<file path="src/hw/bp_pkg.sv">
package bp_pkg;

    // ~~~~~~~~~~~~~~~~~~~~
    // widths and vectors
    // ~~~~~~~~~~~~~~~~~~~~

    localparam int ADDR_BITS = 32;   // width of a pc or a branch target.

    typedef logic [ADDR_BITS-1:0] addr_t;
    typedef logic [6:0] opcode_t;    // the rv32i opcode field, bits 6 to 0.

    // ~~~~~~~~~~~~~~~~~~~~
    // rv32i control opcodes
    // ~~~~~~~~~~~~~~~~~~~~

    localparam opcode_t OP_BR   = 7'b1100011;   // conditional branch.
    localparam opcode_t OP_JAL  = 7'b1101111;   // jump and link.
    localparam opcode_t OP_JALR = 7'b1100111;   // jump and link register.

    // ~~~~~~~~~~~~~~~~~~~~
    // state encodings
    // ~~~~~~~~~~~~~~~~~~~~

    // 2-bit direction counter. the upper half of the range means taken.
    typedef enum logic [1:0] {
        snt = 2'b00,
        wnt = 2'b01,
        wt  = 2'b10,
        st  = 2'b11
    } prediction_t;

    // kind of the control instruction seen at resolve.
    typedef enum logic [1:0] {
        ctrl_none   = 2'b00,
        ctrl_branch = 2'b01,
        ctrl_jal    = 2'b10,
        ctrl_jalr   = 2'b11
    } ctrl_kind_t;

    // the chooser drifts toward the table that has been mispredicting less.
    typedef enum logic [1:0] {
        local_strong  = 2'b00,
        local_weak    = 2'b01,
        global_weak   = 2'b10,
        global_strong = 2'b11
    } chooser_state_t;

    // defaults for the top level parameters.
    localparam int DEFAULT_INDEX_BITS   = 5;
    localparam int DEFAULT_HISTORY_BITS = 4;

endpackage
</file>
<file path="src/hw/branch_predictor_top.sv">
`timescale 1ns/100ps

module branch_predictor_top #(
    parameter int            INDEX_BITS   = bp_pkg::DEFAULT_INDEX_BITS,
    parameter int            HISTORY_BITS = bp_pkg::DEFAULT_HISTORY_BITS,
    parameter int            COUNT_BITS   = 16,
    parameter bp_pkg::addr_t RESET_PC     = '0
) (
    input  logic                  clk,
    input  logic                  rst,
    input  logic                  stall,
    input  bp_pkg::opcode_t       fetch_opcode,
    input  logic                  resolve_valid,
    input  bp_pkg::ctrl_kind_t    resolve_kind,
    input  bp_pkg::addr_t         resolve_pc,
    input  bp_pkg::addr_t         resolve_target,
    input  bp_pkg::addr_t         resolve_pred_target,
    input  logic                  resolve_br_en,
    input  bp_pkg::prediction_t   resolve_prediction,
    output bp_pkg::addr_t         pc,
    output bp_pkg::prediction_t   fetch_prediction,
    output bp_pkg::addr_t         fetch_target,
    output logic                  flush,
    output logic [COUNT_BITS-1:0] hit_count
);
    import bp_pkg::*;

    logic                  resolving;
    logic                  taken;
    addr_t                 actual_target;
    addr_t                 redirect_pc;
    logic                  branch_resolved;
    logic                  use_global;
    prediction_t           local_prediction;
    prediction_t           global_prediction;
    addr_t                 local_target;
    addr_t                 global_target;
    logic [INDEX_BITS-1:0] global_lookup_index;
    logic [INDEX_BITS-1:0] global_update_index;

    assign branch_resolved = resolving && (resolve_kind == ctrl_branch);   // jumps leave history alone.

    // ~~~~~~~~~~~~~~~~~~~~
    // fetch side
    // ~~~~~~~~~~~~~~~~~~~~

    fetch_pc_unit #(.INDEX_BITS(INDEX_BITS), .RESET_PC(RESET_PC)) fetch_unit (
        .clk(clk), .rst(rst), .stall(stall), .fetch_opcode(fetch_opcode),
        .use_global(use_global),
        .local_prediction(local_prediction), .global_prediction(global_prediction),
        .local_target(local_target), .global_target(global_target),
        .flush(flush), .redirect_pc(redirect_pc),
        .pc(pc), .fetch_prediction(fetch_prediction), .fetch_target(fetch_target)
    );

    // local table is indexed straight from the pc bits.
    pattern_table #(.INDEX_BITS(INDEX_BITS)) local_table (
        .clk(clk), .rst(rst),
        .lookup_index(pc[INDEX_BITS+1:2]), .update_index(resolve_pc[INDEX_BITS+1:2]),
        .update(resolving), .taken(taken), .actual_target(actual_target),
        .lookup_prediction(local_prediction), .lookup_target(local_target)
    );

    pattern_table #(.INDEX_BITS(INDEX_BITS)) global_table (
        .clk(clk), .rst(rst),
        .lookup_index(global_lookup_index), .update_index(global_update_index),
        .update(resolving), .taken(taken), .actual_target(actual_target),
        .lookup_prediction(global_prediction), .lookup_target(global_target)
    );

    global_history #(.INDEX_BITS(INDEX_BITS), .HISTORY_BITS(HISTORY_BITS)) history_unit (
        .clk(clk), .rst(rst), .pc(pc), .resolve_pc(resolve_pc),
        .branch_resolved(branch_resolved), .taken(taken),
        .lookup_index(global_lookup_index), .update_index(global_update_index)
    );

    // ~~~~~~~~~~~~~~~~~~~~
    // resolve side
    // ~~~~~~~~~~~~~~~~~~~~

    resolve_check resolver (
        .resolve_valid(resolve_valid), .resolve_kind(resolve_kind),
        .resolve_pc(resolve_pc), .resolve_target(resolve_target),
        .resolve_pred_target(resolve_pred_target), .resolve_br_en(resolve_br_en),
        .resolve_prediction(resolve_prediction),
        .resolving(resolving), .taken(taken), .actual_target(actual_target),
        .flush(flush), .redirect_pc(redirect_pc)
    );

    table_chooser chooser (
        .clk(clk), .rst(rst), .resolving(resolving), .flush(flush), .use_global(use_global)
    );

    branch_hit_counter #(.COUNT_BITS(COUNT_BITS)) hit_counter (
        .clk(clk), .rst(rst), .resolving(resolving), .flush(flush), .hit_count(hit_count)
    );

endmodule

</file>
<file path="src/hw/branch_hit_counter.sv">
`timescale 1ns/100ps

module branch_hit_counter #(
    parameter int COUNT_BITS = 16
) (
    input  logic                  clk,
    input  logic                  rst,
    input  logic                  resolving,
    input  logic                  flush,
    output logic [COUNT_BITS-1:0] hit_count
);

    localparam logic [COUNT_BITS-1:0] COUNT_MAX = '1;

    logic hit;
    logic at_max;

    assign hit    = resolving && !flush;        // resolved with no redirect needed.
    assign at_max = (hit_count == COUNT_MAX);

    always_ff @(posedge clk) begin
        if (rst) begin
            hit_count <= '0;
        end else if (hit && !at_max) begin
            hit_count <= hit_count + 1'b1;      // sticks at all ones once full.
        end
    end

endmodule

</file>
<file path="src/hw/table_chooser.sv">
`timescale 1ns/100ps

module table_chooser (
    input  logic clk,
    input  logic rst,
    input  logic resolving,
    input  logic flush,
    output logic use_global
);
    import bp_pkg::*;

    chooser_state_t state;
    chooser_state_t state_next;

    always_comb begin
        state_next = state;
        if (flush) begin
            // a miss weakens the current side, and a second miss swaps sides.
            unique case (state)
                local_strong:  state_next = local_weak;
                local_weak:    state_next = global_weak;
                global_weak:   state_next = local_weak;
                global_strong: state_next = global_weak;
                default:       state_next = local_strong;
            endcase
        end else if (resolving) begin
            unique case (state)
                local_weak:  state_next = local_strong;
                global_weak: state_next = global_strong;
                default:     state_next = state;     // strong states stay put.
            endcase
        end
    end

    always_ff @(posedge clk) begin
        if (rst) begin
            state <= local_strong;
        end else begin
            state <= state_next;
        end
    end

    assign use_global = (state == global_weak) || (state == global_strong);

    // the selected side only changes on a misprediction.
    a_side_needs_flush: assert property (
        @(posedge clk) disable iff (rst) !flush |=> $stable(use_global)
    ) else $error("chooser switched tables without a flush");

endmodule

</file>
<file path="src/hw/global_history.sv">
`timescale 1ns/100ps

module global_history #(
    parameter int INDEX_BITS   = bp_pkg::DEFAULT_INDEX_BITS,
    parameter int HISTORY_BITS = bp_pkg::DEFAULT_HISTORY_BITS
) (
    input  logic                  clk,
    input  logic                  rst,
    input  bp_pkg::addr_t         pc,
    input  bp_pkg::addr_t         resolve_pc,
    input  logic                  branch_resolved,
    input  logic                  taken,
    output logic [INDEX_BITS-1:0] lookup_index,
    output logic [INDEX_BITS-1:0] update_index
);

    logic [HISTORY_BITS-1:0] history;
    logic [INDEX_BITS-1:0]   history_ext;

    if (HISTORY_BITS > INDEX_BITS) begin : g_depth_check
        $error("HISTORY_BITS %0d exceeds INDEX_BITS %0d", HISTORY_BITS, INDEX_BITS);
    end

    // ~~~~~~~~~~~~~~~~~~~~
    // outcome shift register
    // ~~~~~~~~~~~~~~~~~~~~

    always_ff @(posedge clk) begin
        if (rst) begin
            history <= '0;
        end else if (branch_resolved) begin
            history <= (history << 1) | HISTORY_BITS'(taken);   // newest outcome in the lsb.
        end
    end

    assign history_ext = INDEX_BITS'(history);   // zero extended to the index width.

    // lookup and update both hash with the current history.
    assign lookup_index = pc[INDEX_BITS+1:2] ^ history_ext;
    assign update_index = resolve_pc[INDEX_BITS+1:2] ^ history_ext;

endmodule

</file>
<file path="src/hw/pattern_table.sv">
`timescale 1ns/100ps

module pattern_table #(
    parameter int INDEX_BITS = bp_pkg::DEFAULT_INDEX_BITS
) (
    input  logic                  clk,
    input  logic                  rst,
    input  logic [INDEX_BITS-1:0] lookup_index,
    input  logic [INDEX_BITS-1:0] update_index,
    input  logic                  update,
    input  logic                  taken,
    input  bp_pkg::addr_t         actual_target,
    output bp_pkg::prediction_t   lookup_prediction,
    output bp_pkg::addr_t         lookup_target
);
    import bp_pkg::*;

    localparam int ENTRIES = 1 << INDEX_BITS;

    prediction_t counters [ENTRIES];
    addr_t       targets  [ENTRIES];
    prediction_t current;
    prediction_t stepped;

    // lookup reads the state from before this cycle's update.
    assign lookup_prediction = counters[lookup_index];
    assign lookup_target     = targets[lookup_index];

    // ~~~~~~~~~~~~~~~~~~~~
    // saturating counter step
    // ~~~~~~~~~~~~~~~~~~~~

    always_comb begin
        current = counters[update_index];
        unique case (current)
            snt:     stepped = taken ? wnt : snt;
            wnt:     stepped = taken ? wt : snt;
            wt:      stepped = taken ? st : wnt;
            st:      stepped = taken ? st : wt;
            default: stepped = wnt;
        endcase
    end

    always_ff @(posedge clk) begin
        if (rst) begin
            for (int i = 0; i < ENTRIES; i++) begin
                counters[i] <= wnt;     // start weakly not taken.
                targets[i]  <= '0;
            end
        end else if (update) begin
            counters[update_index] <= stepped;
            if (taken) begin
                targets[update_index] <= actual_target;   // a not taken resolve keeps the old target.
            end
        end
    end

    // the update index is hashed from resolve_pc and history in another block.
    a_update_index_known: assert property (
        @(posedge clk) disable iff (rst) update |-> !$isunknown(update_index)
    ) else $error("pattern table update with unknown index");

endmodule

</file>
<file path="src/hw/resolve_check.sv">
`timescale 1ns/100ps

module resolve_check (
    input  logic                resolve_valid,
    input  bp_pkg::ctrl_kind_t  resolve_kind,
    input  bp_pkg::addr_t       resolve_pc,
    input  bp_pkg::addr_t       resolve_target,
    input  bp_pkg::addr_t       resolve_pred_target,
    input  logic                resolve_br_en,
    input  bp_pkg::prediction_t resolve_prediction,
    output logic                resolving,
    output logic                taken,
    output bp_pkg::addr_t       actual_target,
    output logic                flush,
    output bp_pkg::addr_t       redirect_pc
);
    import bp_pkg::*;

    logic pred_taken;
    logic dir_wrong;
    logic target_wrong;

    always_comb begin
        resolving = resolve_valid && (resolve_kind != ctrl_none);

        // direction and target that the instruction really takes.
        unique case (resolve_kind)
            ctrl_branch: begin
                taken         = resolve_br_en;
                actual_target = resolve_target;
            end
            ctrl_jal: begin
                taken         = 1'b1;
                actual_target = resolve_target;
            end
            ctrl_jalr: begin
                taken         = 1'b1;
                actual_target = {resolve_target[ADDR_BITS-1:1], 1'b0};   // jalr drops bit 0.
            end
            default: begin
                taken         = 1'b0;
                actual_target = resolve_target;
            end
        endcase

        pred_taken   = (resolve_prediction == wt) || (resolve_prediction == st);
        dir_wrong    = (pred_taken != taken);
        target_wrong = pred_taken && (resolve_pred_target != actual_target);   // only matters if fetch jumped.

        flush = resolving && (dir_wrong || target_wrong);

        if (taken) begin
            redirect_pc = actual_target;
        end else begin
            redirect_pc = resolve_pc + ADDR_BITS'(4);   // fall through past the branch.
        end
    end

endmodule

</file>
<file path="src/hw/fetch_pc_unit.sv">
`timescale 1ns/100ps

module fetch_pc_unit #(
    parameter int            INDEX_BITS = bp_pkg::DEFAULT_INDEX_BITS,
    parameter bp_pkg::addr_t RESET_PC   = '0
) (
    input  logic                clk,
    input  logic                rst,
    input  logic                stall,
    input  bp_pkg::opcode_t     fetch_opcode,
    input  logic                use_global,
    input  bp_pkg::prediction_t local_prediction,
    input  bp_pkg::prediction_t global_prediction,
    input  bp_pkg::addr_t       local_target,
    input  bp_pkg::addr_t       global_target,
    input  logic                flush,
    input  bp_pkg::addr_t       redirect_pc,
    output bp_pkg::addr_t       pc,
    output bp_pkg::prediction_t fetch_prediction,
    output bp_pkg::addr_t       fetch_target
);
    import bp_pkg::*;

    logic  is_jump;
    logic  is_branch;
    logic  predict_taken;
    logic  follow_target;
    addr_t pc_next;

    // the table index is taken from pc bits above the byte offset.
    if (INDEX_BITS + 2 > ADDR_BITS) begin : g_index_check
        $error("INDEX_BITS %0d does not fit in a %0d-bit pc", INDEX_BITS, ADDR_BITS);
    end

    if (RESET_PC[1:0] != 2'b00) begin : g_reset_check
        $error("RESET_PC must be word aligned");
    end

    // entry of whichever table the chooser currently trusts.
    assign fetch_prediction = use_global ? global_prediction : local_prediction;
    assign fetch_target     = use_global ? global_target : local_target;

    // ~~~~~~~~~~~~~~~~~~~~
    // fetch predecode
    // ~~~~~~~~~~~~~~~~~~~~

    assign is_jump       = (fetch_opcode == OP_JAL) || (fetch_opcode == OP_JALR);   // jumps always redirect.
    assign is_branch     = (fetch_opcode == OP_BR);
    assign predict_taken = (fetch_prediction == wt) || (fetch_prediction == st);
    assign follow_target = is_jump || (is_branch && predict_taken);

    // ~~~~~~~~~~~~~~~~~~~~
    // next pc selection
    // ~~~~~~~~~~~~~~~~~~~~

    always_comb begin
        if (flush) begin
            pc_next = redirect_pc;              // resolve side overrides any prediction.
        end else if (follow_target) begin
            pc_next = fetch_target;
        end else begin
            pc_next = pc + ADDR_BITS'(4);
        end
    end

    always_ff @(posedge clk) begin
        if (rst) begin
            pc <= RESET_PC;
        end else if (!stall) begin
            pc <= pc_next;                      // a stall holds pc even when a flush is pending.
        end
    end

    // targets come from the tables and the resolve side, so alignment is a system property.
    a_pc_aligned: assert property (@(posedge clk) disable iff (rst) pc[1:0] == 2'b00)
        else $error("pc lost word alignment: %h", pc);

endmodule

</file>
<file path="config.mk">
export PLATFORM = sky130hd
export DESIGN_NAME = branch_predictor_top
export DESIGN_NICKNAME = d
export VERILOG_FILES = /design/src/hw/bp_pkg.sv /design/src/hw/branch_predictor_top.sv /design/src/hw/branch_hit_counter.sv /design/src/hw/table_chooser.sv /design/src/hw/global_history.sv /design/src/hw/pattern_table.sv /design/src/hw/resolve_check.sv /design/src/hw/fetch_pc_unit.sv
export SDC_FILE = /design/constraint.sdc
export NUM_CORES = 2
export LEC_CHECK = 0
export ABC_AREA = 1
export ABC_CLOCK_PERIOD_IN_PS = 3300
export BUFFER_PORTS_ARGS = -buffer_cell sky130_fd_sc_hd__buf_2
export CAP_MARGIN = 20
export CORE_ASPECT_RATIO = 1.2
export CORE_MARGIN = 2
export CORE_UTILIZATION = 35
export DETAILED_ROUTE_END_ITERATION = 6
export PLACE_DENSITY = 0.54
export SYNTH_ARGS = -nofsm -noshare
export SYNTH_HDL_FRONTEND = slang
export SYNTH_SLANG_ARGS = --single-unit
</file>
<file path="constraint.sdc">
create_clock -name clk -period 3.3 [get_ports clk]
set_input_delay 0.33 -clock clk [delete_from_list [all_inputs] [get_ports clk]]
set_output_delay 0.33 -clock clk [all_outputs]
set_load 0.01 [all_outputs]
</file>
==> impl_metrics.ini <==
[run_status]
outcome = finished with violations
violations = DRC, setup timing

[die]
die_w_um = 500
core_area_sq_um = 294000
pin_count = 195
die_h_um = 600
die_area_sq_um = 300000
num_rows = 218
start_util = 0.352

[yosys]
synth_top_cell_by_area = edfxtp_1
yosysWarnings = 0
muxShareOfSynthArea = 0
synthFlopType = edfxtp_1
synth-seq-area-share = 0.643
synth_common_cells = 3081 x nor2_1, 2176 x edfxtp_1, 889 x o21ai_0
synth_compound_area_frac = 0.109
synth-adder-area-share = 0.00109
netlist_top_cells_area = edfxtp_1 63%, nor2_1 11%, o21ai_0 4.3%, o211ai_1 3.5%, nand3_1 3.1%
synth_most_common_cell = nor2_1
synth_area_sq_um = 103000
synth_edf_count = 2176
ys_seq_elements = 2235
synth-simple-area-share = 0.187
syn_inst = 10300
syn-num-nets = 10400
synth_top_area_share = 0.631
synth_xor_area_frac = 0.00640
synth_cell_types = 50
avgSynthCellArea_sq_um = 10.0
synth_top_family_by_area = simple AND/OR/NAND/NOR gates
async_flop_share = 0

[power]
power_switching_uw = 20300
p_leak_uw = 0.0468
internal_power_uw = 51000
vdd.ir_drop.worst_mv = 0.481
power_uw = 71300
p_per_area_nw_per_um2 = 563
pwr-share-clk = 0.359
p_sw_frac = 0.285
p_comb_frac = 0.183
seqPwrFrac = 0.458

[critical_path]
cp-end-kind = output port
cp_max_fo = 7
cpMostUsedCell = o211ai_1
r2r-start = fetch_unit.pc[3]
r2r_cells = 15
worstPathRequired_ns = 2.97
reg2reg_to = fetch_unit.pc[28]
arrival_ns = 3.48
path_cells = buf_8 > nand2_8 > nand2_8 > buf_12 > buf_16 > or2_2 > o211ai_1 > o211ai_1 > o211ai_1 > nand3_2 > nand3_4 > nand2_4 > buf_6
cp_num_buf_inv = 4
r2r_slack_ns = 0.08
slowest_delay_ns = 0.37
critPathSlowestCell = dfxtp_4
path_class = register to output port
cp_top_family = simple AND/OR/NAND/NOR gates
worst_setup_path_start_kind = register

[drt]
vias = 82500
vias_per_cell = 5.60
antenna_left = 0
dr.pass1.iters = 7
drt_iter0_drc = 8926
routedWlPerCell_um = 27.6
wl_um = 407000
route.detailed.drc = 3

[global_routing]
grt.met3_usage = 0.0346
grt_pass1_vias = 79900
grt_pass1_wl_um = 576000
busiest_layer = met2
grt_max_degree = 66
met1_usage = 0.314
grt_use_met2 = 0.439
grt.total_usage = 0.264
antenna_found_initial = 13
grt.overflow.total = 0

[clock_tree]
cts_buffers = 230
cts_tree = yes
cts.path.max_buffers = 4
htreeDepth = 4
root_buffer = clkbuf_16
cts_sinks = 2235
clk_pin_slew_ns = 0.06
clk_latency_ns = 0.93

[sta]
whs_ns = 0.0443
finalSetupViolCount = 34
period_needed_ns = 3.81
fmax_mhz = 262
timing.final.crit_share = 1.15
rsz0062_at_grt = true
slew_headroom = 0.182
hold_violations = 0
slew_violations = 0
skew_ns = 0.0482
finalWorstSetupSlack_ns = -0.511
worst_slew_pin_slew_ns = 1.23

[finish]
fin_util = 0.430
final_area_sq_um = 127000
nets = 10800
synthToLayoutAreaGrowth_pct = 22.3
drive_above_1_share = 0.181

[worst_hold_path]
min_path_type = primary input to register
min_to = local_table.targets[26][22]
holdCritStartpoint = resolve_target[22]
holdPathStages = 3

[run]
drv_cap = 0

[placement]
portBuffers = 193
gp_congestion = 0.970
placed_area_sq_um = 113000
dpl.hpwl_um = 263000
[worst min-delay path, cell delays in order]
cell      delay (ns)
buf_2           0.12
clkinv_2        0.24
nor2_1          0.08
[registers in the layout (all words and copies together), names as in the netlist, named ones only]
register               flops
fetch_unit.pc             32
global_table.counters     64
local_table.counters      64
global_table.targets    1024
hit_counter.hit_count     16
history_unit.history       4
local_table.targets     1024
chooser.state              2
[through the flow]
step                      TNS (ns)  instances  setup slack (ns)
after floorplan                  0      10300             0.422
after detailed placement    -0.127      14100           -0.0740
after global placement     -0.0125      14100           -0.0111
after CTS                   -15.87      14700            -0.637
after global routing        -14.27      14700            -0.478
final                       -12.58      14700            -0.511
[layout by cell type (no fill, tap or decap), types with 185 or more instances in the layout]
master and count:
nand3_1 410, buf_4 563, nand2_1 791, inv_1 376, o21ai_0 839, o221ai_1 202
clkbuf_16 247, edfxtp_1 2176, nand3_2 185, nor2_1 3076, o211ai_1 480
[routing by layer]
| metal | up-vias | part of all wire |
|---|---|---|
| met1 | 41200 | 0.36 |
| met5 | - | 0.000066 |
| met2 | 3876 | 0.48 |
| met4 | 4 | 0.086 |
| li1 | 36600 | - |
| met3 | 832 | 0.072 |
[area by class of cell]
type,count,area (sq um)
clock inverter,133,1100
clock buffer,285,6030
antenna,2,5.00
fill,27700,167000
multi-input combinational,6692,33900
timing repair buffer,1118,12400
timing repair inverter,1,8.76
sequential,2235,66600
inverter,433,1720
tap,3850,4820
[how the worst max path moves through the flow]
stage,startpoint,to,slack [ns],depth (start not counted)
2_1_floorplan,resolve_pc[3],global_table.targets[9][0],0.42,10
3_3_place_gp,history_unit.history[0],fetch_target[3],-0.01,12
3_5_place_dp,fetch_unit.pc[2],fetch_target[6],-0.07,13
4_1_cts,register,fetch_target[7],-0.64,13
5_1_grt,fetch_unit.pc[2],fetch_target[23],-0.48,14
6_report,fetch_unit.pc[2],fetch_target[19],-0.51,13
[power groups by stage]
stage               Clock, uW  Sequential, uW  Combinational, uW
floorplan                   0           33200               5070
global placement            0           33200              10500
detailed placement          0           33300              10600
CTS                     25800           32700              12200
global route            26800           32800              13600
finish                  25600           32700              13100
[repair_timing]
item / in CTS / in global routing
hold buffers: 10 / 0
endpoints found under the hold margin: 18 / 0
setup buffers: 92 / 61
setup endpoints to repair: 37 / 35
pin swaps: 137 / 223
resized for setup: 461 / 314
gates cloned: 50 / 15
[cells by family (layout without fill, tap and decap cells)]
| group | Yosys count | count (layout) |
|---|---|---|
| AOI/OAI and AO/OA | 1812 | 1812 |
| other | 0 | 2 |
| xor gates and xnor gates | 73 | 73 |
| adders and majority gates | 9 | 9 |
| and+or+nand+nor | 4795 | 4798 |
| buffers and inverters | 1396 | 1970 |
| DFF | 2235 | 2235 |
Note: power is estimated with default switching activity, not from simulation.
